<file path="src/soc_defs.svh">
// ------------------------------
// Bus widths, region codes and register offsets of the peripheral fabric
// Include wherever one of these macros is needed
// ------------------------------
`ifndef SOC_DEFS_SVH
`define SOC_DEFS_SVH

`define SOC_ADDR_W    16   // Byte address
`define SOC_DATA_W    32
`define SOC_STRB_W    4
`define SOC_RAM_WORDS 256
`define SOC_IRQ_N     4    // Peripheral interrupt lines

// Region codes in address bits 15 to 12
`define SOC_REG_RAM   4'h0
`define SOC_REG_TIMER 4'h1
`define SOC_REG_IRQ   4'h2

// Machine timer register offsets
`define SOC_TMR_TIME_LO 12'h000
`define SOC_TMR_TIME_HI 12'h004
`define SOC_TMR_CMP_LO  12'h008
`define SOC_TMR_CMP_HI  12'h00C

// Interrupt enable block offsets
`define SOC_IRQ_PEND 12'h000
`define SOC_IRQ_MEN  12'h004
`define SOC_IRQ_SEN  12'h008

`endif

</file>
<file path="src/soc_pkg.sv">
// ------------------------------
// Types shared by the fabric and its targets
// Ports name them by scope, bodies import the package
// ------------------------------
`include "soc_defs.svh"

package soc_pkg;

   typedef logic [`SOC_ADDR_W-1:0] addr_t;
   typedef logic [`SOC_DATA_W-1:0] data_t;
   typedef logic [`SOC_STRB_W-1:0] strb_t;   // All zero marks a read
   typedef logic [`SOC_IRQ_N-1:0]  irq_t;

   // Target selected by the upper address bits
   typedef enum logic [1:0] {
      REGION_RAM   = 2'd0,
      REGION_TIMER = 2'd1,
      REGION_IRQ   = 2'd2,
      REGION_NONE  = 2'd3
   } region_e;

   // CPU side request, 52 bits
   typedef struct packed {
      addr_t addr;
      strb_t strb;
      data_t wdata;
   } soc_req_t;

   // Response back to the CPU side, 33 bits
   typedef struct packed {
      data_t rdata;
      logic  err;   // Unmapped address
   } soc_rsp_t;

endpackage

</file>
<file path="src/soc_irq_ctrl.sv">
// ------------------------------
// Interrupt enables for machine and supervisor level
// Masks peripheral lines into meip and seip
// ------------------------------
`timescale 1ns/1ns
`include "soc_defs.svh"

module soc_irq_ctrl (
   input  logic              clk_i,
   input  logic              rst_ni,
   input  logic              acc_i,
   input  soc_pkg::soc_req_t req_i,
   input  soc_pkg::irq_t     irq_src_i,
   output soc_pkg::data_t    rdata_o,
   output logic              meip_o,
   output logic              seip_o
);
   import soc_pkg::*;

   irq_t        men_q;
   irq_t        sen_q;
   logic [11:0] off;
   logic        wr_lo;   // Low byte written
   data_t       rdata_d;

   assign off   = req_i.addr[11:0];
   assign wr_lo = acc_i && req_i.strb[0];

   always_ff @(posedge clk_i or negedge rst_ni) begin
      if (!rst_ni) begin
         men_q <= '0;
         sen_q <= '0;
      end else if (wr_lo) begin
         if (off == `SOC_IRQ_MEN) men_q <= req_i.wdata[`SOC_IRQ_N-1:0];
         if (off == `SOC_IRQ_SEN) sen_q <= req_i.wdata[`SOC_IRQ_N-1:0];
      end
   end

   // Pending is read only and shows the raw lines
   always_comb begin
      case (off)
         `SOC_IRQ_PEND: rdata_d = data_t'(irq_src_i);
         `SOC_IRQ_MEN:  rdata_d = data_t'(men_q);
         `SOC_IRQ_SEN:  rdata_d = data_t'(sen_q);
         default:       rdata_d = '0;
      endcase
   end

   always_ff @(posedge clk_i) begin
      if (acc_i) begin
         rdata_o <= rdata_d;
      end
   end

   // Level sensitive, no latching of sources
   assign meip_o = |(irq_src_i & men_q);
   assign seip_o = |(irq_src_i & sen_q);

endmodule

</file>
<file path="config.mk">
export PLATFORM = sky130hd
export DESIGN_NAME = soc_irq_ctrl
export DESIGN_NICKNAME = d
export VERILOG_FILES = /design/src/soc_pkg.sv /design/src/soc_irq_ctrl.sv
export VERILOG_INCLUDE_DIRS = /design/src
export SDC_FILE = /design/constraint.sdc
export NUM_CORES = 1
export LEC_CHECK = 0
export ABC_CLOCK_PERIOD_IN_PS = 1250
export BUFFER_PORTS_ARGS = -buffer_cell sky130_fd_sc_hd__buf_2
export CAP_MARGIN = 20
export CORE_MARGIN = 2
export CORE_UTILIZATION = 34
export DETAILED_ROUTE_END_ITERATION = 8
export GPL_ROUTABILITY_DRIVEN = 0
export HOLD_SLACK_MARGIN = 0.05
export PLACE_DENSITY = 0.91
export SETUP_SLACK_MARGIN = 0.15
export SLEW_MARGIN = 15
export SYNTH_ARGS = -nofsm -noshare
export SYNTH_HDL_FRONTEND = slang
export SYNTH_SLANG_ARGS = --single-unit
</file>
<file path="constraint.sdc">
create_clock -name clk_i -period 1.25 [get_ports clk_i]
set_input_delay 0 -clock clk_i [delete_from_list [all_inputs] [get_ports clk_i]]
set_output_delay 0 -clock clk_i [all_outputs]
set_load 0.1 [all_outputs]
</file>
== Yosys cells after proc, flatten, opt, wreduce, memory -nomap -nowiden ==
Index checks and enable logic that the tools add are counted.
Word-level totals
  register bits after elaboration: 40
  output and inout bits: 34
  logic and storage cells: 14
Cells by class
  equality and inequality tests: 2
  muxes and demuxes: 1
  bitwise operators: 2
  reductions and logical operators: 6
Operators by type and width (number)
  $eq A12 B3 Y1 const B: 1
  $eq A12 B4 Y1 const B: 1
  $logic_not A12 Y1: 1
  $pmux W4 S3: 1
  $and A4 B4 Y4: 2
  $reduce_or A4 Y1: 2
  $reduce_and A2 Y1: 2
  $logic_and A1 B1 Y1: 1

== Longest topological paths before layout ==
  word-level depth: 2
  gate-level depth with buffers: 4
  mapped depth without buffers: 3

== Worst setup path before layout ==
No wires, ideal clock.
  path kind: flip-flop to output port
  from: register sen_q[1]
  to: output seip_o
  arrival time: 1086 ps
  required time: 1250 ps
  slack: 164 ps
  stages on the path, launching flop included: 3
  cell sequence: dfrtp_1 a22oi_1 nand2_1
On the way
  cells in the longest elaborated chain, start to end: 2
Ends and longest elaborated chain
  start: declaration: RTL line soc_irq_ctrl.sv:21  | irq_t sen_q;
  start signal: assignment: RTL line soc_irq_ctrl.sv:35  | if (off == `SOC_IRQ_SEN) sen_q <= req_i.wdata[`SOC_IRQ_N-1:0];
  $and A4 B4 Y4: RTL line soc_irq_ctrl.sv:57  | assign seip_o = |(irq_src_i & sen_q);
  $reduce_or A4 Y1: RTL line soc_irq_ctrl.sv:57
  end: declaration: RTL line soc_irq_ctrl.sv:16  | output logic seip_o
No other way between the ends.

== Final worst setup path ==
  from: register sen_q[2]
  to: output seip_o
Same word-level chain as after synthesis.

==> run summary <==
CP max FO: 2
Synth unique cells: 19
WP data required: 1250 ps
TritonRoute pass-1 iters: 2
Mapped Avg Cell Area: 10.92 um^2
Max-Cap Viols: 0
Top-count cell post-synth: buf_4
First-pass GRT wire length: 2152 um
Worst path max stage delay: 390 ps
Fin. max-slew vios: 0
CTS buffer count: 3
Layout Skew: 7.782 ps
Clk root buf: clkbuf_4
Startpoint types: register
Dpl ws: 63.17 ps
CP Cell Sequence: a22oi_2 > nand2_1 > buf_12
Final min period: 1128 ps
Multi-input gate area: 457.9 um^2
Sink Count: 12
Fin. Hold Viols: 0
Setup TNS: 0 ps
Status: finished clean
Reg-to-reg endpoint: rdata_o[2]
Final cell utilization of the core: 0.4419
P&R area growth vs syn: 24.21%
Row count: 18
Vias in the first global route: 534
H-tree depth: 1
Routed Antenna Nets: 0
Area leader, netlist: buf_4
Die width: 54.68 um
Predominant post-synthesis flop cell: dfrtp_1
Top cells by area, synth: buf_4, dfrtp_1, edfxtp_1
Final cell count without fillers: 148
Post-synth top cells: buf_4, dfrtp_1, mux2_2, nand2_1
Final worst setup slack: 121.6 ps
Total gr overflow: 0
EDFF count, synth: 4
Max VDD drop: 525.2 uV
Longest Clk Path Bufs: 2
FF-to-FF setup slack: 220 ps
Post-detail-place hpwl: 1284 um
DR WL/cell: 10.05 um
Post-synth ARST share: 0.6667
Final setup violation count: 0
Worst Setup End Kind: output pin
Fraction of layout cells with a size suffix above 1: 0.4492
P_int: 0.0005958 W
R2R depth: 3
RSZ-0062 raised after global routing: yes
Pwr Density: 1089 nW/um^2
Buf/Inv on CP: 1
Seq/Total Area, Yosys: 0.3668
Achievable frequency: 0.8862 GHz
Number of remaining DRC errors: 0
Via density: 4.257
Io pins: 93
CTS tree: yes
Seq. cell area: 320.3 um^2
Share of the synthesized area in the top cell type: 0.2407
Synthesized area: 873.3 um^2
Crit share post-route: 0.9027
Final Total Pwr: 0.001182 W
Leakage: 0.5502 nW
Via count: 630
Core area: 2455 um^2
Crit path max-delay cell type: dfrtp_1
Number of DRC markers in iteration 0: 4
DIE AREA: 2990 um^2
Synth warn: 0
Drt total wl: 1488 um
Seq pwr share: 0.351
Clk pin slew, worst setup/hold paths: 70 ps
Largest net degree at the start of global routing: 9
WP data arrival: 1130 ps
Inst Count DP: 137
Buffers added on ports: 29
Clock power frac: 0.204
Antenna violations before repair: 0
Reg-to-Reg Start: men_q[2]
Part of the power in combinational logic: 0.445
Initial Util: 0.3558
Fill count: 253
Net Sw Power: 0.0005858 W
CP delay by family, top: flip-flops
Worst Hold Class: in -> async
Switching share of total power: 0.4958
CP Class: reg -> out
Clk Latency, worst-skew pair: 270 ps
Die height: 54.68 um
Final #Nets: 178
Synthesized flop and latch total: 12
Syn Inst Count: 80
GRT Util Overall: 0.1061
ANT cells: 0
-- cells by family (layout without fill, tap and decap cells) --
| kind of cell | Yosys count | in the layout | share of synthesized area |
|---|---|---|---|
| and+or+nand+nor | 18 | 18 | 0.1648 |
| other | 1 | 28 | 0.004294 |
| DFF | 12 | 12 | 0.3668 |
| buffers and inverters | 29 | 40 | 0.2536 |
| muxes | 12 | 12 | 0.1490 |
| AOI/OAI and AO/OA | 8 | 8 | 0.06160 |
-- worst max path at each step --
stage | startpoint | end | slack [ps] | cells after the start
3_3_place_gp | req_i[41] | sen_q[2] | 100 | 4
2_1_floorplan | sen_q[1] | seip_o | 160 | 2
6_report | sen_q[2] | seip_o | 120 | 3
5_1_grt | sen_q[2] | seip_o | 50 | 3
4_1_cts | sen_q[2] | seip_o | 90 | 3
3_5_place_dp | req_i[41] | sen_q[2] | 60 | 4
-- flip-flops by register name, summed over array words and instances, names as in the netlist --
register,flops
men_q,4
rdata_o,4
sen_q,4
-- per-layer routing --
layer  wire (um)  GRT usage  vias up
li1            -          -      308
met1         521     0.1042      284
met2         781     0.1925       38
met3         185    0.04918        0
met4           0    0.03750        0
met5           0          0        -
-- per-stage QoR --
stage / hold slack (ps) / instance area [um^2]
4_1_cts: 84.37 / 1067
5_1_grt: 76.61 / 1085
2_1_floorplan: -295.6 / 974.7
6_report: 89.62 / 1085
3_3_place_gp: -155.5 / 965.9
3_5_place_dp: -147.6 / 965.9
-- layout by cell type, fill, tap and decap left out, drive strengths merged --
cell type,netlist,routed
buf,29,30
conb,1,28
dfrtp,8,8
mux2,8,8
dlygate4sd3,0,6
nand2,5,5
mux2i,4,4
edfxtp,4,4
a22oi,4,4
clkbuf,0,4
or2,3,3
a21oi,3,3
nor4,2,2
nor2,2,2
and4b,2,2
nand4,2,2
nor2b,1,1
a2bb2oi,1,1
nand3,1,1
-- power by group through the flow --
stage | registers, W | logic (W) | clock network, W
floorplan | 0.000474 | 0.000464 | 0
global placement | 0.000422 | 0.000506 | 0
detailed placement | 0.000423 | 0.000509 | 0
CTS | 0.000415 | 0.000524 | 0.000258
global route | 0.000416 | 0.000545 | 0.000283
finish | 0.000415 | 0.000525 | 0.000241
-- area by class of cell --
cell class | instances | area share
multi-input cells | 66 | 0.4221
repair buffers | 36 | 0.2238
well taps | 30 | 0.03460
flip-flops and latches | 12 | 0.2953
clock buffers | 4 | 0.02422
-- what timing repair did --
action / 4_1_cts / 5_1_grt
pin swaps: 2 / 2
gates resized for setup: 2 / 4
hold buffers: 6 / 0
endpoints found under the hold margin: 20 / 0
endpoints found under the setup margin: 2 / 5
buffers inserted: 1 / 0
Power figures use the tool's default switching activity.
