### config.mk
export PLATFORM = sky130hd
export DESIGN_NAME = soc_timer
export DESIGN_NICKNAME = d
export VERILOG_FILES = /design/src/soc_pkg.sv /design/src/soc_timer.sv
export VERILOG_INCLUDE_DIRS = /design/src
export SDC_FILE = /design/constraint.sdc
export NUM_CORES = 1
export LEC_CHECK = 0
export BUFFER_PORTS_ARGS = -buffer_cell sky130_fd_sc_hd__buf_2
export CAP_MARGIN = 20
export CORE_MARGIN = 2
export CORE_UTILIZATION = 40
export CTS_CLUSTER_DIAMETER = 40
export CTS_CLUSTER_SIZE = 8
export DETAILED_ROUTE_END_ITERATION = 10
export PLACE_DENSITY_LB_ADDON = 0.05
export SETUP_SLACK_MARGIN = 0.02
export SLEW_MARGIN = 20
export SYNTH_ARGS = -nofsm -noshare
export SYNTH_HDL_FRONTEND = slang
export SYNTH_SLANG_ARGS = --single-unit
### constraint.sdc
create_clock -name clk_i -period 2.85 [get_ports clk_i]
set_clock_uncertainty 0.15 [all_clocks]
set_input_delay 0.4275 -clock clk_i [delete_from_list [all_inputs] [get_ports clk_i]]
set_output_delay 0.4275 -clock clk_i [all_outputs]
set_load 0.1 [all_outputs]
### src/soc_defs.svh
// ------------------------------
// Bus widths, region codes and register offsets of the peripheral fabric
// Include wherever one of these macros is needed
// ------------------------------
`ifndef SOC_DEFS_SVH
`define SOC_DEFS_SVH

`define SOC_ADDR_W    16   // Byte address
`define SOC_DATA_W    32
`define SOC_STRB_W    4
`define SOC_RAM_WORDS 256
`define SOC_IRQ_N     4    // Peripheral interrupt lines

// Region codes in address bits 15 to 12
`define SOC_REG_RAM   4'h0
`define SOC_REG_TIMER 4'h1
`define SOC_REG_IRQ   4'h2

// Machine timer register offsets
`define SOC_TMR_TIME_LO 12'h000
`define SOC_TMR_TIME_HI 12'h004
`define SOC_TMR_CMP_LO  12'h008
`define SOC_TMR_CMP_HI  12'h00C

// Interrupt enable block offsets
`define SOC_IRQ_PEND 12'h000
`define SOC_IRQ_MEN  12'h004
`define SOC_IRQ_SEN  12'h008

`endif

### src/soc_pkg.sv
// ------------------------------
// Types shared by the fabric and its targets
// Ports name them by scope, bodies import the package
// ------------------------------
`include "soc_defs.svh"

package soc_pkg;

   typedef logic [`SOC_ADDR_W-1:0] addr_t;
   typedef logic [`SOC_DATA_W-1:0] data_t;
   typedef logic [`SOC_STRB_W-1:0] strb_t;   // All zero marks a read
   typedef logic [`SOC_IRQ_N-1:0]  irq_t;

   // Target selected by the upper address bits
   typedef enum logic [1:0] {
      REGION_RAM   = 2'd0,
      REGION_TIMER = 2'd1,
      REGION_IRQ   = 2'd2,
      REGION_NONE  = 2'd3
   } region_e;

   // CPU side request, 52 bits
   typedef struct packed {
      addr_t addr;
      strb_t strb;
      data_t wdata;
   } soc_req_t;

   // Response back to the CPU side, 33 bits
   typedef struct packed {
      data_t rdata;
      logic  err;   // Unmapped address
   } soc_rsp_t;

endpackage

### src/soc_timer.sv
// ------------------------------
// Machine timer with 64-bit time and compare
// Interrupt while time is at or past compare
// ------------------------------
`timescale 1ns/1ns
`include "soc_defs.svh"

module soc_timer (
   input  logic              clk_i,
   input  logic              rst_ni,
   input  logic              acc_i,
   input  soc_pkg::soc_req_t req_i,
   output soc_pkg::data_t    rdata_o,
   output logic              timer_irq_o
);
   import soc_pkg::*;

   localparam int TIME_W = 2 * `SOC_DATA_W;

   logic [TIME_W-1:0] time_q;
   logic [TIME_W-1:0] cmp_q;
   logic [11:0]       off;
   logic              wr_en;
   data_t             rdata_d;

   assign off   = req_i.addr[11:0];
   assign wr_en = acc_i && (req_i.strb != '0);

   always_ff @(posedge clk_i or negedge rst_ni) begin
      if (!rst_ni) begin
         time_q      <= '0;
         cmp_q       <= '1;   // No interrupt until software sets compare
         timer_irq_o <= 1'b0;
      end else begin
         time_q      <= time_q + 1'b1;
         timer_irq_o <= (time_q >= cmp_q);
         if (wr_en) begin
            for (int b = 0; b < `SOC_STRB_W; b++) begin
               if (req_i.strb[b] && off == `SOC_TMR_CMP_LO) begin
                  cmp_q[8*b +: 8] <= req_i.wdata[8*b +: 8];
               end
               if (req_i.strb[b] && off == `SOC_TMR_CMP_HI) begin
                  cmp_q[`SOC_DATA_W + 8*b +: 8] <= req_i.wdata[8*b +: 8];
               end
            end
         end
      end
   end

   always_comb begin
      case (off)
         `SOC_TMR_TIME_LO: rdata_d = time_q[`SOC_DATA_W-1:0];
         `SOC_TMR_TIME_HI: rdata_d = time_q[TIME_W-1:`SOC_DATA_W];
         `SOC_TMR_CMP_LO:  rdata_d = cmp_q[`SOC_DATA_W-1:0];
         `SOC_TMR_CMP_HI:  rdata_d = cmp_q[TIME_W-1:`SOC_DATA_W];
         default:          rdata_d = '0;
      endcase
   end

   always_ff @(posedge clk_i) begin
      if (acc_i) rdata_o <= rdata_d;   // Captured on the accept edge
   end

   time_mono_a: assert property (@(posedge clk_i) disable iff (!rst_ni)
      time_q >= $past(time_q))
      else $error("Time counter decreased");

endmodule

---- Yosys cells after proc, flatten, opt, wreduce, memory -nomap -nowiden ----
Cells that the tools add are included.
word-level totals
  bits in registers ....................... 161
  output and inout bits ................... 33
operators by class
  $add $sub $neg .......................... 1
  magnitude comparators ................... 1
  eq/ne operators ......................... 3
  muxes and demuxes ....................... 1
  reductions and logical operators ........ 19
operators with widths
  operator                                               number
  one-hot mux 32 bit (4 select lines)                    1
  adder 64 x 1 -> 64 bit (second input constant)         1
  greater-or-equal comparator 64 bit                     1
  equality test 12 x 4 -> 1 bit (second input constant)  2
  AND reduction 2 bit                                    8
  equality test 12 x 3 -> 1 bit (second input constant)  1
  zero test 12 bit                                       1
  logical AND 1 bit                                      9
  nonzero test 4 bit                                     1

---- Depth between registers and ports, before layout ----
  depth after elaboration ................. 3
  gate-level depth with buffers ........... 8
  depth with buffers taken out ............ 8

---- Worst setup path before layout ----
Ideal clock, no wire load.
  kind .................................... reg2reg
  start point ............................. reg cmp_q[14]
  end point ............................... reg timer_irq_o
  arrival time ............................ 1.991 ns
  required time ........................... 2.564 ns
  path slack .............................. 0.573 ns
  stages on the path, launching flop included .. 9
  period minus slack after synthesis ...... 2.277 ns
  path through ............................ dfstp_2 inv_1 ha_1 a21oi_1 nand2_1 a221o_1 o31a_1 a2111oi_0 o21ai_0
on the way
  cells in the longest elaborated chain, start to end .. 1
ends and longest elaborated chain
  what                                RTL line         text
  start: declaration                  soc_timer.sv:21  logic [TIME_W-1:0] cmp_q;
  start signal: indexed assignment    soc_timer.sv:40  cmp_q[8*b +: 8] <= req_i.wdata[8*b +: 8];
  start signal: indexed assignment    soc_timer.sv:43  cmp_q[`SOC_DATA_W + 8*b +: 8] <= req_i.wdata[8*b +: 8];
  greater-or-equal comparator 64 bit  soc_timer.sv:36  timer_irq_o <= (time_q >= cmp_q);
  end signal: assignment              soc_timer.sv:36
  end: declaration                    soc_timer.sv:14  output logic timer_irq_o
No other way between the ends.
A chain may end at the register's enable or synchronous reset.

---- Worst setup path after layout ----
  start point ............................. reg cmp_q[15]
  end point ............................... reg timer_irq_o
The elaborated chain is that of the path after synthesis.

==> flow_summary.yaml <==
timing:
  fin_setup_tns_ns: 0
  min_period_ns: 2.613
  hold_viol: 0
  setup_viol: 0
  tightest_slew_ns: 0.6592
  maxSlewViolCount: 0
  fmax_ghz: 0.3827
  fin_crit_sh: 0.9167
  max_slew_margin: 0.5605
  rsz0062_at_grt: "no"
synthesis:
  synth_cells: 773
  synthesis.area_um2: 8696
  syn_nets: 893
  ys.flop_type: "dfrtp_1"
  ys_warn_count: 0
  ys_ff_latch: 161
  yosysSeqAreaShare: 0.4909
  async_reset_ff_frac: 0.8012
  ys_types: 46
  synth_edf_count: 32
  synth_area_per_cell_um2: 11.25
worst_hold_path:
  hp-class: "primary input to register"
route:
  drt-initial-drc-count: 351
  post_drt_via_cell_ratio: 5.326
  wirelength_um: 21820
  route.vias.total: 6221
  wire_per_inst_um: 18.68
  postRouteAntennaNets: 0
  drcViolationCount: 0
  dr.pass1.iters: 4
critical_path:
  cp-end-kind: "register"
  cp.required_ns: 3.04
  crit_arrival_ns: 2.80
  criticalPathCategory: "register to register"
  critical_path.cell_chain: "inv_1, ha_1, nand4_1, nor4_1, buf_4, a21boi_0, o31a_1, a2111oi_0, o21ai_0"
  slowest_delay_ns: 0.53
  path_max_fanout: 3
  slowest_stage: "dfstp_2"
  start_kind: "register"
placement:
  dp.cells: 1135
  globalplace.congestion: 0.8418
  io_buffer_count: 83
  hpwl_um: 16100
clock_network:
  cts_buffer_depth: 2
  cts_tree: "yes"
  cts_buffers: 17
  post_cts_resized: 0
  clkLatencyLatePin_ns: 0.43
  path_clk_slew_ns: 0.07
  htree_levels: 4
  cts-root-buf: "clkbuf_16"
  cts.sink_count: 161
power:
  finalPower_mw: 5.050
  p_per_area_nw_per_um2: 495.0
  ir_drop_mv: 0.2727
  p_leak_nw: 4.680
die:
  ioPinCount: 88
  die_y_um: 151.4
  row_count: 53
  start_util: 0.4111
  core_um2: 21150
  die_w_um: 151.4
  die_area_um2: 22940
cells_and_area:
  final_cells: 1168
  diodes: 0
  drive_gt1_frac: 0.3270
  nets: 1000
  n_fill_cell: 1936
  area_growth_syn_to_layout_pct: 17.32
job:
  maxCapViolCount: 0
grt:
  grt_pass1_vias: 6478
  track_usage: 0.2007
  grt_first_pass_wirelength_um: 34990
  antenna_found_initial: 0
  grt_start_max_net_pins: 57
  overflow: 0
run_status:
  status: "finished clean"
-- Yosys cell counts, types with 28 or more instances --
cell / number / share of area
a21oi_1: 28 / 0.016
ha_1: 65 / 0.094
nand2_1: 72 / 0.031
inv_1: 76 / 0.033
edfxtp_1: 32 / 0.11
dfrtp_1: 65 / 0.19
dfstp_2: 64 / 0.19
nand3_1: 30 / 0.017
xnor2_1: 37 / 0.037
a22oi_1: 64 / 0.055
mux2_2: 64 / 0.083
-- final timing paths --
kind / start / end / slack, ns / depth (start not counted)
setup / recovery: cmp_q[15]$_DFFE_PN1P_ / timer_irq_o$_DFF_PN0_ / 0.24 / 9
hold / removal: req_i[4] / cmp_q[36]$_DFFE_PN1P_ / 0.09 / 2
setup reg to reg: cmp_q[15]$_DFFE_PN1P_ / timer_irq_o$_DFF_PN0_ / 0.24 / 9
hold reg to reg: time_q[63]$_DFF_PN0_ / time_q[63]$_DFF_PN0_ / 0.37 / 1
max in group asynchronous: rst_ni / cmp_q[42]$_DFFE_PN1P_ / 1.28 / 3
min in group asynchronous: rst_ni / time_q[60]$_DFF_PN0_ / 0.43 / 2
-- metal layers --
metal  part of all wire  track usage  vias to the layer above
li1                   -            -                     2991
met3              0.032      0.03012                       20
met5                  0            0                        -
met1               0.45       0.2620                     3094
met2               0.51       0.3434                      116
met4              0.017      0.06262                        0
-- state kept, by name (all words and copies together) (netlist names) --
register     cells
timer_irq_o      1
cmp_q           64
time_q          64
rdata_o         32
-- cell type report --
class,instances,area (um^2),area share
Clock buffer,18,439.2,0.04305
Multi-Input combinational cell,519,4089,0.4008
Sequential cell,161,4269,0.4184
Clock inverter,14,177.7,0.01741
Tap cell,275,344.1,0.03373
Timing Repair Buffer,105,598.1,0.05862
Inverter,76,285.3,0.02796
-- power by group --
group | switching [mW] | internal (mW)
registers | 0.00684 | 2.37
logic | 0.215 | 0.0514
clock network | 0.989 | 1.42
-- logic make-up (layout without fill, tap and decap cells) --
kind of cell               Yosys count  in the layout  share of synthesized area
AOI/OAI and AO/OA                  118            118                    0.09180
adders and majority gates           65             65                    0.09353
and+or+nand+nor                    210            210                     0.1381
muxes                               64             64                    0.08288
buffers and inverters               93            213                    0.04029
DFF                                161            161                     0.4909
xor gates and xnor gates            62             62                    0.06245
-- worst max-delay path: cells and delay by family, from the launching register on --
family,cells,cell delay (ns)
compound gates,4,0.74
simple gates,2,0.58
flops,1,0.53
fa+ha+maj,1,0.31
buf+inv,2,0.20
-- what timing repair did --
action	4_1_cts	5_1_grt
endpoints found under the setup margin	0	0
hold buffers	1	0
hold endpoints to repair	23	0
buffers inserted	0	0
-- layout by cell type (no fill, tap or decap), types with 4 or more instances in the layout --
master and instances:
buf_2 82, inv_1 76, nand2_1 72, ha_1 65
dfrtp_1 65, a22oi_1 64, mux2_2 64, dfstp_2 64
xnor2_1 37, edfxtp_1 32, nand3_1 30, a21oi_1 28
nand4_1 25, xor2_1 25, nor2_1 24, buf_4 21
clkbuf_16 17, and4_1 11, o21ai_0 9, a21o_1 8
nor3_2 6, nor3_1 6, nor4_1 5, and3_2 4
nand3_2 4, inv_6 4
-- through the flow --
step	worst slack, ns	instance area (um^2)	utilization	hold WS, ns
after floorplan	0.5730	8696	-	-0.01809
after global placement	0.2755	9575	0.4527	0.3387
after detailed placement	0.2631	9575	0.4527	0.3483
after CTS	0.2264	10200	0.4823	0.07962
after global routing	0.1139	10200	0.4823	0.08240
final	0.2373	10200	0.4823	0.09342
Note: power is estimated with default switching activity, not from simulation.
