==> config.mk <==
export PLATFORM = sky130hd
export DESIGN_NAME = soc_addr_decode
export DESIGN_NICKNAME = d
export VERILOG_FILES = /design/src/soc_pkg.sv /design/src/soc_addr_decode.sv
export VERILOG_INCLUDE_DIRS = /design/src
export SDC_FILE = /design/constraint.sdc
export NUM_CORES = 1
export LEC_CHECK = 0
export BUFFER_PORTS_ARGS = -buffer_cell sky130_fd_sc_hd__buf_2
export CAP_MARGIN = 5
export CORE_AREA = 2 2 74 76
export CTS_BUF_LIST = sky130_fd_sc_hd__clkbuf_8 sky130_fd_sc_hd__clkbuf_16
export DETAILED_ROUTE_END_ITERATION = 12
export DIE_AREA = 0 0 76 78
export PLACE_DENSITY = 0.83
export SLEW_MARGIN = 15
export SYNTH_ARGS = -nofsm -noshare
export SYNTH_HDL_FRONTEND = slang
export SYNTH_SLANG_ARGS = --single-unit
==> constraint.sdc <==
create_clock -name clk_i -period 1.8 [get_ports clk_i]
set_clock_uncertainty 0.1 [all_clocks]
set_input_delay 0.36 -clock clk_i [delete_from_list [all_inputs] [get_ports clk_i]]
set_output_delay 0.36 -clock clk_i [all_outputs]
set_load 0.01 [all_outputs]
==> src/soc_defs.svh <==
// ------------------------------
// Bus widths, region codes and register offsets of the peripheral fabric
// Include wherever one of these macros is needed
// ------------------------------
`ifndef SOC_DEFS_SVH
`define SOC_DEFS_SVH

`define SOC_ADDR_W    16   // Byte address
`define SOC_DATA_W    32
`define SOC_STRB_W    4
`define SOC_RAM_WORDS 256
`define SOC_IRQ_N     4    // Peripheral interrupt lines

// Region codes in address bits 15 to 12
`define SOC_REG_RAM   4'h0
`define SOC_REG_TIMER 4'h1
`define SOC_REG_IRQ   4'h2

// Machine timer register offsets
`define SOC_TMR_TIME_LO 12'h000
`define SOC_TMR_TIME_HI 12'h004
`define SOC_TMR_CMP_LO  12'h008
`define SOC_TMR_CMP_HI  12'h00C

// Interrupt enable block offsets
`define SOC_IRQ_PEND 12'h000
`define SOC_IRQ_MEN  12'h004
`define SOC_IRQ_SEN  12'h008

`endif

==> src/soc_pkg.sv <==
// ------------------------------
// Types shared by the fabric and its targets
// Ports name them by scope, bodies import the package
// ------------------------------
`include "soc_defs.svh"

package soc_pkg;

   typedef logic [`SOC_ADDR_W-1:0] addr_t;
   typedef logic [`SOC_DATA_W-1:0] data_t;
   typedef logic [`SOC_STRB_W-1:0] strb_t;   // All zero marks a read
   typedef logic [`SOC_IRQ_N-1:0]  irq_t;

   // Target selected by the upper address bits
   typedef enum logic [1:0] {
      REGION_RAM   = 2'd0,
      REGION_TIMER = 2'd1,
      REGION_IRQ   = 2'd2,
      REGION_NONE  = 2'd3
   } region_e;

   // CPU side request, 52 bits
   typedef struct packed {
      addr_t addr;
      strb_t strb;
      data_t wdata;
   } soc_req_t;

   // Response back to the CPU side, 33 bits
   typedef struct packed {
      data_t rdata;
      logic  err;   // Unmapped address
   } soc_rsp_t;

endpackage

==> src/soc_addr_decode.sv <==
// ------------------------------
// Single master address decoder with one response stage
// Raises one target accept per handshake and returns its data
// ------------------------------
`timescale 1ns/1ns
`include "soc_defs.svh"

module soc_addr_decode (
   input  logic              clk_i,
   input  logic              rst_ni,
   input  logic              req_valid_i,
   input  soc_pkg::soc_req_t req_i,
   output logic              req_ready_o,
   output logic              rsp_valid_o,
   output soc_pkg::soc_rsp_t rsp_o,
   input  logic              rsp_ready_i,
   output logic              ram_acc_o,
   output logic              tmr_acc_o,
   output logic              irq_acc_o,
   input  soc_pkg::data_t    ram_rdata_i,
   input  soc_pkg::data_t    tmr_rdata_i,
   input  soc_pkg::data_t    irq_rdata_i
);
   import soc_pkg::*;

   region_e region_d;
   region_e region_q;   // Region of the response in flight
   logic    accept;
   logic    wr_q;
   logic    rsp_valid_q;
   data_t   rdata_sel;

   always_comb begin
      case (req_i.addr[`SOC_ADDR_W-1 -: 4])
         `SOC_REG_RAM:   region_d = REGION_RAM;
         `SOC_REG_TIMER: region_d = REGION_TIMER;
         `SOC_REG_IRQ:   region_d = REGION_IRQ;
         default:        region_d = REGION_NONE;
      endcase
   end

   // Free response slot, or the current one leaves this cycle
   assign req_ready_o = !rsp_valid_q || rsp_ready_i;
   assign accept      = req_valid_i && req_ready_o;

   assign ram_acc_o = accept && (region_d == REGION_RAM);
   assign tmr_acc_o = accept && (region_d == REGION_TIMER);
   assign irq_acc_o = accept && (region_d == REGION_IRQ);

   always_ff @(posedge clk_i or negedge rst_ni) begin
      if (!rst_ni) begin
         rsp_valid_q <= 1'b0;
         region_q    <= REGION_RAM;
         wr_q        <= 1'b1;   // Keeps rsp_o at zero until the first request
      end else begin
         if (accept) begin
            rsp_valid_q <= 1'b1;
            region_q    <= region_d;
            wr_q        <= (req_i.strb != '0);
         end else if (rsp_ready_i) begin
            rsp_valid_q <= 1'b0;
         end
      end
   end

   always_comb begin
      case (region_q)
         REGION_RAM:   rdata_sel = ram_rdata_i;
         REGION_TIMER: rdata_sel = tmr_rdata_i;
         REGION_IRQ:   rdata_sel = irq_rdata_i;
         default:      rdata_sel = '0;
      endcase
   end

   assign rsp_valid_o = rsp_valid_q;
   assign rsp_o.rdata = wr_q ? '0 : rdata_sel;   // Writes answer with zero
   assign rsp_o.err   = (region_q == REGION_NONE);

   acc_onehot_a: assert property (@(posedge clk_i) disable iff (!rst_ni)
      $onehot0({ram_acc_o, tmr_acc_o, irq_acc_o}))
      else $error("More than one target accepted the same request");

   // Targets must not change their read data while the response stalls
   rsp_hold_a: assert property (@(posedge clk_i) disable iff (!rst_ni)
      rsp_valid_o && !rsp_ready_i |=> rsp_valid_o && $stable(rsp_o))
      else $error("Response changed under back-pressure");

endmodule

---- Word-level counts from Yosys, hierarchy flattened ----
Index checks and enable logic that the tools add are counted.
cells by class
  equal/unequal tests ..................... 7
  muxes and demuxes ....................... 5
  reduce and logical (&&, ||, !) cells .... 11
operators by type and width
  operator                                                                count
  32-bit one-hot mux with 3 select lines                                  1
  32-bit 2-to-1 mux                                                       1
  2-bit equality test (second input constant)                             3
  2-bit one-hot mux with 3 select lines                                   1
  2-bit by 1-bit equality test with 1-bit output (second input constant)  2
  4-bit by 1-bit equality test with 1-bit output (second input constant)  1
  4-bit by 2-bit equality test with 1-bit output (second input constant)  1
  1-bit logical AND                                                       4
  2-bit logical NOT                                                       2
  4-bit logical NOT                                                       1
  4-bit nonzero test                                                      1
  1-bit 2-to-1 mux                                                        2
  2-bit nonzero test                                                      1
  1-bit logical NOT                                                       1
  1-bit logical OR                                                        1
word-level totals
  bits in registers ....................... 4
  input bits .............................. 152
  output and inout port bits .............. 38
  logic and storage cells ................. 26

---- Depth between registers and ports, before layout ----
Gate-level depths: netlist of run 1.
  word-level depth ........................ 4
  gate-level depth with buffers ........... 5
  mapped depth without buffers ............ 3

---- Worst setup path after synthesis of run 1 ----
No wires, ideal clock.
  path type ............................... register to output
  from .................................... reg region_q[1]
  to ...................................... out rsp_o[26] (netlist bit)
  arrival ................................. 1.069 ns
  required time ........................... 1.340 ns
  setup slack ............................. 0.271 ns
  cell stages (with the launch flop) ...... 5
  buffers on the path ..................... 2
  path through ............................ dfrtp_1 buf_6 buf_4 nand2b_1 a211oi_2
RTL lines
  element                 line                   source
  start, declared         soc_addr_decode.sv:27  region_e region_q;
  start signal, assigned  soc_addr_decode.sv:58  region_q <= region_d;
  end, declared           soc_addr_decode.sv:15  output soc_pkg::soc_rsp_t rsp_o,

==> run summary, run 1 <==
Met2 routed WL: 2410 um
Post-synthesis sequential area ratio: 0.0631
Worst setup path class: reg2out
Clock Sinks: 4
Post-Place Cell Area: 2330 um^2
Final WL: 4560 um
CTS tree: yes
Tcrit/Tclk final: 1.10
Failing checks: negative setup slack
Mux share of post-synthesis cell area: 0
Clock power frac: 0.256
Initial DRC count: 18
Slew @ Worst Pin: 0.262 ns
Inst Count DP: 370
Maximum vdd drop: 0.410 mV
Synth cell types: 22
Cts bufs inserted: 3
P_int: 464 uW
Die area: 5930 um^2
Via density: 4.77
Syn nets: 322
Routed len/inst: 12.2 um
Post-synth EDFFs: 0
MaxCap Viol Count: 0
DRT Pass-1 Iters: 4
Post-CTS Setup Bufs: 0
I/O pins: 190
Sequential power share: 0.143
Setup violators final: 32
Min Tclk post-route: 1.99 ns
Area grow syn2layout: 51.0%
Leakage: 1.01 nW
Placement Rows: 26
Post-synthesis sequential element count: 4
Post-route cell area: 2430 um^2
RSZ-0062 raised after global routing: yes
Sw Ratio: 0.381
Total global routing overflow: 0
Top FF cell, synth: dfrtp_1
Final Hold Vio Count: 0
Startpoint types: register
NumNets Final: 458
H-Tree Level Count: 1
Avg Cell Area, Syn: 9.45 um^2
Yosys warns: 0
Top sig layer: met4
# diodes: 0
Worst Path Arrival: 1.53 ns
Syn Std Cell Area: 1610 um^2
Status: complete, but fails checks
DRC Markers: 0
Via count: 1789
Latest clock arrival within the worst-skew pair: 0.22 ns
Clock-pin slew on the worst setup and hold paths: 0.03 ns
Fin cells: 375
Detail Placement HPWL: 3580 um
Port bufs: 145
Vias in the first global route: 1701
RD Place Congestion: 0.788
CTS root buf: clkbuf_8
Largest net degree at the start of global routing: 52
WL met1: 1760 um
GRT Total Usage: 0.139
Synth Instances: 170
Post-Synth Simple-Gate Area: 0.293
Setup ws final: -0.187 ns
Die Y: 78 um
Endpoint class of the critical path: output pin
Share of layout cells above drive strength 1: 0.787
Max-slew headroom: 0.823
Max-slew violation total from the final report: 0
Switching power: 285 uW
Adder-cell share of the synthesized area: 0
Gate power share: 0.601
Largest family of logic cells by synthesized area: compound AO/OA/AOI/OAI gates
CP Data Required Time: 1.34 ns
CTS max path bufs: 2
Highest Clock Rate: 503 MHz
P per Cell Area: 309 nW/um^2
Met3 WL: 360 um
Min-Delay Path Class: in2reg
Synth Area in Compound Gates: 0.512
Initial core utilization: 0.319
Die X: 76 um
First-pass GRT wire length: 7000 um
Xor and xnor area share after synthesis: 0
Post-route setup TNS: -4.12 ns
Worst Path Max Fanout: 51
Initial antenna violation count: 0
Ys async rst share: 1.00
Core Area: 5040 um^2
Post-route ant nets: 0
[critical path, stage by stage, from the launching register on]
cell      delay [ns]
dfrtp_4         0.49
buf_12          0.20
nor2b_1         0.15
a211oi_2        0.06
a211oi_2        0.23
buf_2           0.17
[flip-flops by register name, indices dropped and copies added (netlist names)]
signal       count
rsp_valid_o      1
wr_q             1
region_q         2
[power groups by stage]
| stage | Sequential [mW] | Clock, mW | Combinational [mW] |
|---|---|---|---|
| floorplan | 0.102 | 0 | 0.303 |
| global placement | 0.108 | 0 | 0.427 |
| detailed placement | 0.109 | 0 | 0.443 |
| CTS | 0.108 | 0.199 | 0.454 |
| global route | 0.109 | 0.206 | 0.491 |
| finish | 0.107 | 0.192 | 0.450 |
[per-layer routing]
metal / track usage / vias to the layer above
li1: - / 898
met1: 0.141 / 800
met2: 0.287 / 87
met3: 0.0256 / 4
met4: 0.0400 / 0
met5: 0 / -
[cells in the final DEF, fill, tap and decap left out]
| cell type | count |
|---|---|
| dfrtp_1 | 1 |
| a21oi_1 | 4 |
| nand3_1 | 1 |
| nor2_1 | 1 |
| buf_2 | 145 |
| nand2b_1 | 34 |
| inv_1 | 1 |
| nor3_1 | 2 |
| and3_1 | 2 |
| dlygate4sd3_1 | 1 |
| and2_1 | 2 |
| o21a_1 | 1 |
| nor2b_1 | 13 |
| nor2b_2 | 19 |
| buf_4 | 2 |
| nor4_1 | 1 |
| buf_12 | 5 |
| a211oi_1 | 1 |
| dfrtp_4 | 2 |
| a211oi_2 | 63 |
| dfstp_2 | 1 |
| clkbuf_8 | 3 |
[path summary, 6_finish.rpt]
kind / startpoint / endpoint / slack [ns] / depth (start not counted)
setup / recovery: region_q[1]$_DFFE_PN0P_ / rsp_o[14] / -0.19 / 5
hold / removal: req_valid_i / rsp_valid_o$_DFFE_PN0P_ / 0.29 / 2
min in group asynchronous: rst_ni / rsp_valid_o$_DFFE_PN0P_ / 0.38 / 2
setup reg to reg: region_q[1]$_DFFE_PN0P_ / region_q[1]$_DFFE_PN0P_ / 0.69 / 2
hold reg to reg: rsp_valid_o$_DFFE_PN0P_ / rsp_valid_o$_DFFE_PN0P_ / 0.54 / 3
max in group asynchronous: rst_ni / wr_q$_DFFE_PN1P_ / 1.01 / 2
[kinds of logic (layout without fill, tap and decap cells)]
group,after synthesis,in the layout
AND/OR/NAND/NOR,75,75
AO/OA/AOI/OAI,69,69
buffers and inverters,22,157
flip-flops,4,4
[stage by stage]
stage,setup slack (ns),hold WS [ns],total power [mW],util
after floorplan,0.271,-0.0356,0.404,-
final,-0.187,0.288,0.750,0.481
after global routing,-0.238,0.293,0.806,0.481
after CTS,-0.191,0.284,0.762,0.480
after detailed placement,0.0359,0.0702,0.552,0.462
after global placement,0.0636,0.0635,0.535,0.462
[Yosys cell counts (2+ instances only)]
master    number  area share
buf_6          5       0.035
buf_2          6       0.019
nor3_1         2      0.0062
nor2b_2        3       0.016
nand2b_1      34        0.13
and2_1         2      0.0078
buf_4          4       0.019
dfrtp_1        3       0.047
and3_1         2      0.0078
a211oi_2      63        0.49
a21oi_1        4       0.012
buf_12         4       0.050
nor2b_1       29        0.11
[what timing repair did]
| action | in CTS | in global routing |
|---|---|---|
| hold endpoints to repair | 3 | 0 |
| pin swaps | 0 | 0 |
| gates resized for setup | 13 | 3 |
| hold buffers | 1 | 0 |
| endpoints found under the setup margin | 32 | 32 |
[final cells by class]
class	instances	area [um^2]
Fill cell	480	2620
Clock buffer	3	41.3
Sequential cell	4	109
Multi-Input combinational cell	144	1330
Timing Repair Buffer	153	851
Clock inverter	1	3.75
Tap cell	70	87.6
Power figures use the tool's default switching activity.
==> run 2: changes to the inputs <==
- CORE_AREA: 2 2 74 76 -> not set
- CORE_ASPECT_RATIO: not set -> 1.1
- CORE_UTILIZATION: not set -> 30
- DIE_AREA: 0 0 76 78 -> not set
- PLACE_DENSITY: 0.83 -> 0.8
==> run 2 against run 1 <==
Effect of this change:
- clock power up 4%
- power up 8.6%
- clock-buffer cell count unchanged
- core utilization up 2.5 points
- sequential power up 6%
- combinational power up 12%
- the run still ends with negative setup slack left
- largest cell class unchanged
- cell count down 2.4%
==> run summary, run 2 (synthesis results as in run 1) <==
Slew @ Worst Pin: 0.253 ns
Die X: 71.8 um
Port bufs: 145
Via count: 1828
RSZ-0062 raised after global routing: yes
Worst setup path class: reg2out
Final hold slack: 0.310 ns
Cell mode on critical path: a211oi_2
Tcrit/Tclk final: 1.11
Worst Path Max Fanout: 27
Via density: 4.99
Die Y: 78.8 um
MaxCap Viol Count: 0
Setup violators final: 32
Cts bufs inserted: 3
Fin util: 0.506
Share of layout cells above drive strength 1: 0.844
Worst Path Arrival: 1.54 ns
Clock Sinks: 4
Commonest non-fill, non-tap cell in the layout: buf_2
Maximum vdd drop: 0.326 mV
Slowest-stage cell, CP: dfrtp_4
Clock-pin slew on the worst setup and hold paths: 0.04 ns
Buf/Inv on CP: 2
CP max stage delay: 0.55 ns
Min Tclk post-route: 2.00 ns
Initial antenna violation count: 0
NumNets Final: 461
First-pass GRT wire length: 7000 um
DRC Markers: 0
P per Cell Area: 317 nW/um^2
Total global routing overflow: 0
Commonest non-fill, non-tap cells in the layout: buf_2 (145), a211oi_2 (63), nor2b_2 (28)
CP Data Required Time: 1.34 ns
Post-route cell area: 2570 um^2
Detail Placement HPWL: 3410 um
Leakage: 1.14 nW
GRT Total Usage: 0.149
Startpoint types: register
Area grow syn2layout: 59.7%
Status: complete, but fails checks
Vias in the first global route: 1705
CTS root buf: clkbuf_8
Placement Rows: 27
Latest clock arrival within the worst-skew pair: 0.22 ns
Post-route setup TNS: -5.13 ns
CTS tree: yes
Cell family with the largest share of critical-path delay: flip-flops
Max FFs per register: 2
Setup ws final: -0.199 ns
Crit-path cells: buf_12 -> nor2b_2 -> a211oi_2 -> a211oi_2 -> buf_2
Routed len/inst: 13.0 um
RD Place Congestion: 0.753
Initial core utilization: 0.317
# diodes: 0
Power Total: 814 uW
Die area: 5650 um^2
CTS max path bufs: 2
H-Tree Level Count: 1
Endpoint class of the critical path: output pin
I/O pins: 190
Final Hold Vio Count: 0
Final WL: 4760 um
Post-Place Cell Area: 2330 um^2
Core Area: 5070 um^2
Min-Delay Path Class: in2reg
Failing checks: negative setup slack
Max-slew headroom: 0.830
Largest net degree at the start of global routing: 42
Post-route ant nets: 0
DRT Pass-1 Iters: 4
Initial DRC count: 40
Max-slew violation total from the final report: 0
Largest Register: region_q
Highest Clock Rate: 500 MHz
-- run 2: final timing paths --
check	startpoint	to	slack [ns]	depth (start not counted)
max	region_q[1]$_DFFE_PN0P_	rsp_o[17]	-0.20	5
min	req_valid_i	rsp_valid_o$_DFFE_PN0P_	0.31	2
max reg2reg	region_q[1]$_DFFE_PN0P_	region_q[1]$_DFFE_PN0P_	0.64	2
min reg2reg	rsp_valid_o$_DFFE_PN0P_	rsp_valid_o$_DFFE_PN0P_	0.56	3
max in group asynchronous	rst_ni	wr_q$_DFFE_PN1P_	1.01	2
min in group asynchronous	rst_ni	region_q[0]$_DFFE_PN0P_	0.38	2
-- run 2: cell type report --
class	instances	area, um^2
Timing Repair Buffer	156	923
Clock inverter	1	3.75
Multi-Input combinational cell	144	1420
Tap cell	58	72.6
Sequential cell	4	109
Fill cell	483	2500
Clock buffer	3	41.3
-- run 2: worst register-to-register path: cells and delay by family, from the launching register on --
kind / cells / cell delay (ns)
compound gates: 1 / 0.20
buf+inv: 1 / 0.20
flops: 1 / 0.55
-- run 2: timing repair --
item | in CTS | in global routing
endpoints found under the setup margin | 31 | 32
resized for setup | 18 | 16
hold endpoints to repair | 3 | 0
setup buffers | 1 | 0
gates cloned | 1 | 1
hold buffers | 1 | 0
-- run 2: where the power goes --
group,total (mW),internal [mW],switching [mW],leakage [nW]
combinational,0.503,0.255,0.248,1.07
clock,0.199,0.146,0.0528,0.0269
sequential,0.113,0.100,0.0128,0.0402
-- run 2: routing by layer --
layer  routed length [um]  global-route usage  part of all wire  vias up
li1                     -                   -                 -      903
met1                 1820               0.156              0.38      833
met2                 2580               0.308              0.54       87
met3                  326              0.0178             0.069        5
met4                   27              0.0294            0.0057        0
met5                    0                   0                 0        -
-- run 2: stage by stage --
step	setup WS, ns	instances
final	-0.199	366
after global routing	-0.247	366
after CTS	-0.201	365
after detailed placement	-0.00391	358
after global placement	0.0412	358
after floorplan	0.271	170
==> run 3: changes to the inputs <==
- CORE_UTILIZATION: 30 -> 27
- PLACE_DENSITY: 0.8 -> not set
- PLACE_DENSITY_LB_ADDON: not set -> 0.1
==> run 3 against run 2 <==
Effect of this change:
- hold slack got worse by 0.0024 ns
- highest routed layer is now met3
- first-iteration DRC count fell by 23%
- the run still ends with negative setup slack left
- critical endpoint is now rsp_o[28]
- die area up 11%
- clock-buffer cell count unchanged
- sequential power barely moved
- register-to-register slack barely moved
- maximum frequency increased by 5.8%
- sequential cell count unchanged
- final area shrank 1.6%
- power shrank 4.1%
==> run summary, run 3 (synthesis results as in run 1) <==
Status: complete, but fails checks
Failing checks: negative setup slack
Inst Count DP: 381
Initial antenna violation count: 0
Routed len/inst: 12.1 um
Min Tclk post-route: 1.89 ns
CP max stage delay: 0.44 ns
CTS root buf: clkbuf_8
DRT Pass-1 Iters: 4
Via density: 4.55
Max-slew violation total from the final report: 0
Worst Path Arrival: 1.43 ns
Highest Clock Rate: 529 MHz
Fin cells: 387
Fin util: 0.438
RSZ-0062 raised after global routing: yes
CTS max path bufs: 2
Die Y: 82.9 um
Initial core utilization: 0.278
Slew @ Worst Pin: 0.315 ns
Min-Delay Path Class: in2reg
Post-route setup TNS: -2.03 ns
# diodes: 0
Slowest-stage cell, CP: dfrtp_2
Vias in the first global route: 1518
Cell family with the largest share of critical-path delay: flip-flops
Multi-input combinational cell area: 1390 um^2
Maximum vdd drop: 0.406 mV
First-pass GRT wire length: 6850 um
Share of layout cells above drive strength 1: 0.835
Initial DRC count: 31
Placement Rows: 29
Buf/Inv on CP: 2
Area grow syn2layout: 57.2%
GRT Total Usage: 0.135
Total global routing overflow: 0
Power Total: 780 uW
Latest clock arrival within the worst-skew pair: 0.21 ns
Port bufs: 145
Max-slew headroom: 0.788
Cts bufs inserted: 3
Crit-path cells: buf_12 -> nor2b_1 -> a211oi_2 -> a211oi_2 -> buf_2
CP Data Required Time: 1.34 ns
Leakage: 1.07 nW
Cell mode on critical path: a211oi_2
Detail Placement HPWL: 3720 um
I/O pins: 190
Final hold slack: 0.308 ns
Via count: 1759
Endpoint class of the critical path: output pin
Die X: 75.5 um
Final Hold Vio Count: 0
DRC Markers: 0
P per Cell Area: 309 nW/um^2
Largest Register: region_q
RD Place Congestion: 0.709
NumNets Final: 463
Largest net degree at the start of global routing: 43
H-Tree Level Count: 1
Startpoint types: register
Clock Sinks: 4
Commonest non-fill, non-tap cell in the layout: buf_2
Die area: 6260 um^2
Post-route ant nets: 0
Max FFs per register: 2
Setup violators final: 32
Register area: 106 um^2
Worst Path Max Fanout: 42
CTS tree: yes
Final WL: 4700 um
Clock-pin slew on the worst setup and hold paths: 0.03 ns
MaxCap Viol Count: 0
Worst setup path class: reg2out
Setup ws final: -0.0890 ns
Filler Cells Inserted: 570
Tcrit/Tclk final: 1.05
Commonest non-fill, non-tap cells in the layout: buf_2 (145), a211oi_2 (64), nand2b_1 (31)
Core Area: 5770 um^2
-- run 3: changes by cell type in the layout (fill, tap and decap cells not counted), sizes merged --
cell / delta
clkbuf: -1
buf: +3
-- run 3: per-layer routing --
layer,share of wire,global-route usage
met2,0.51,0.243
met4,0,0.00505
met3,0.062,0.0158
met1,0.42,0.178
met5,0,0
-- run 3: timing repair --
item                                   CTS  global route
gates resized for setup                 17            14
setup endpoints to repair               32            32
hold buffers                             1             0
endpoints found under the hold margin    3             0
buffers inserted                         1             0
gates cloned                             0             0
-- run 3: worst register-to-register path, stage by stage (launching register included) --
cell and delay (ns):
dfstp_2 0.54, buf_4 0.25, a21oi_1 0.07, a21oi_1 0.12
-- run 3: per-stage QoR --
stage | area [um^2] | setup slack, ns
floorplan | 1610 | 0.271
global placement | 2370 | 0.108
detailed placement | 2370 | 0.101
CTS | 2470 | -0.101
global route | 2530 | -0.175
finish | 2530 | -0.0890
-- run 3: path summary, 6_finish.rpt --
check	from	cells after the start	endpoint	slack, ns
max	region_q[1]$_DFFE_PN0P_	5	rsp_o[28]	-0.09
min	req_valid_i	2	rsp_valid_o$_DFFE_PN0P_	0.31
max reg2reg	wr_q$_DFFE_PN1P_	3	wr_q$_DFFE_PN1P_	0.65
min reg2reg	rsp_valid_o$_DFFE_PN0P_	3	rsp_valid_o$_DFFE_PN0P_	0.55
max in group asynchronous	rst_ni	2	wr_q$_DFFE_PN1P_	1.01
min in group asynchronous	rst_ni	2	region_q[0]$_DFFE_PN0P_	0.38
-- run 3: power breakdown --
part	switching (mW)	leakage (nW)	internal, mW
logic	0.240	1.01	0.239
registers	0.0105	0.0398	0.0991
clock network	0.0472	0.0269	0.145
total	0.297	1.07	0.483
-- run 3: cell type report --
cell class / count / area share
Multi-Input combinational cell: 144 / 0.549
Timing Repair Buffer: 158 / 0.353
Sequential cell: 4 / 0.0421
Tap cell: 77 / 0.0381
Clock buffer: 3 / 0.0163
Clock inverter: 1 / 0.00149
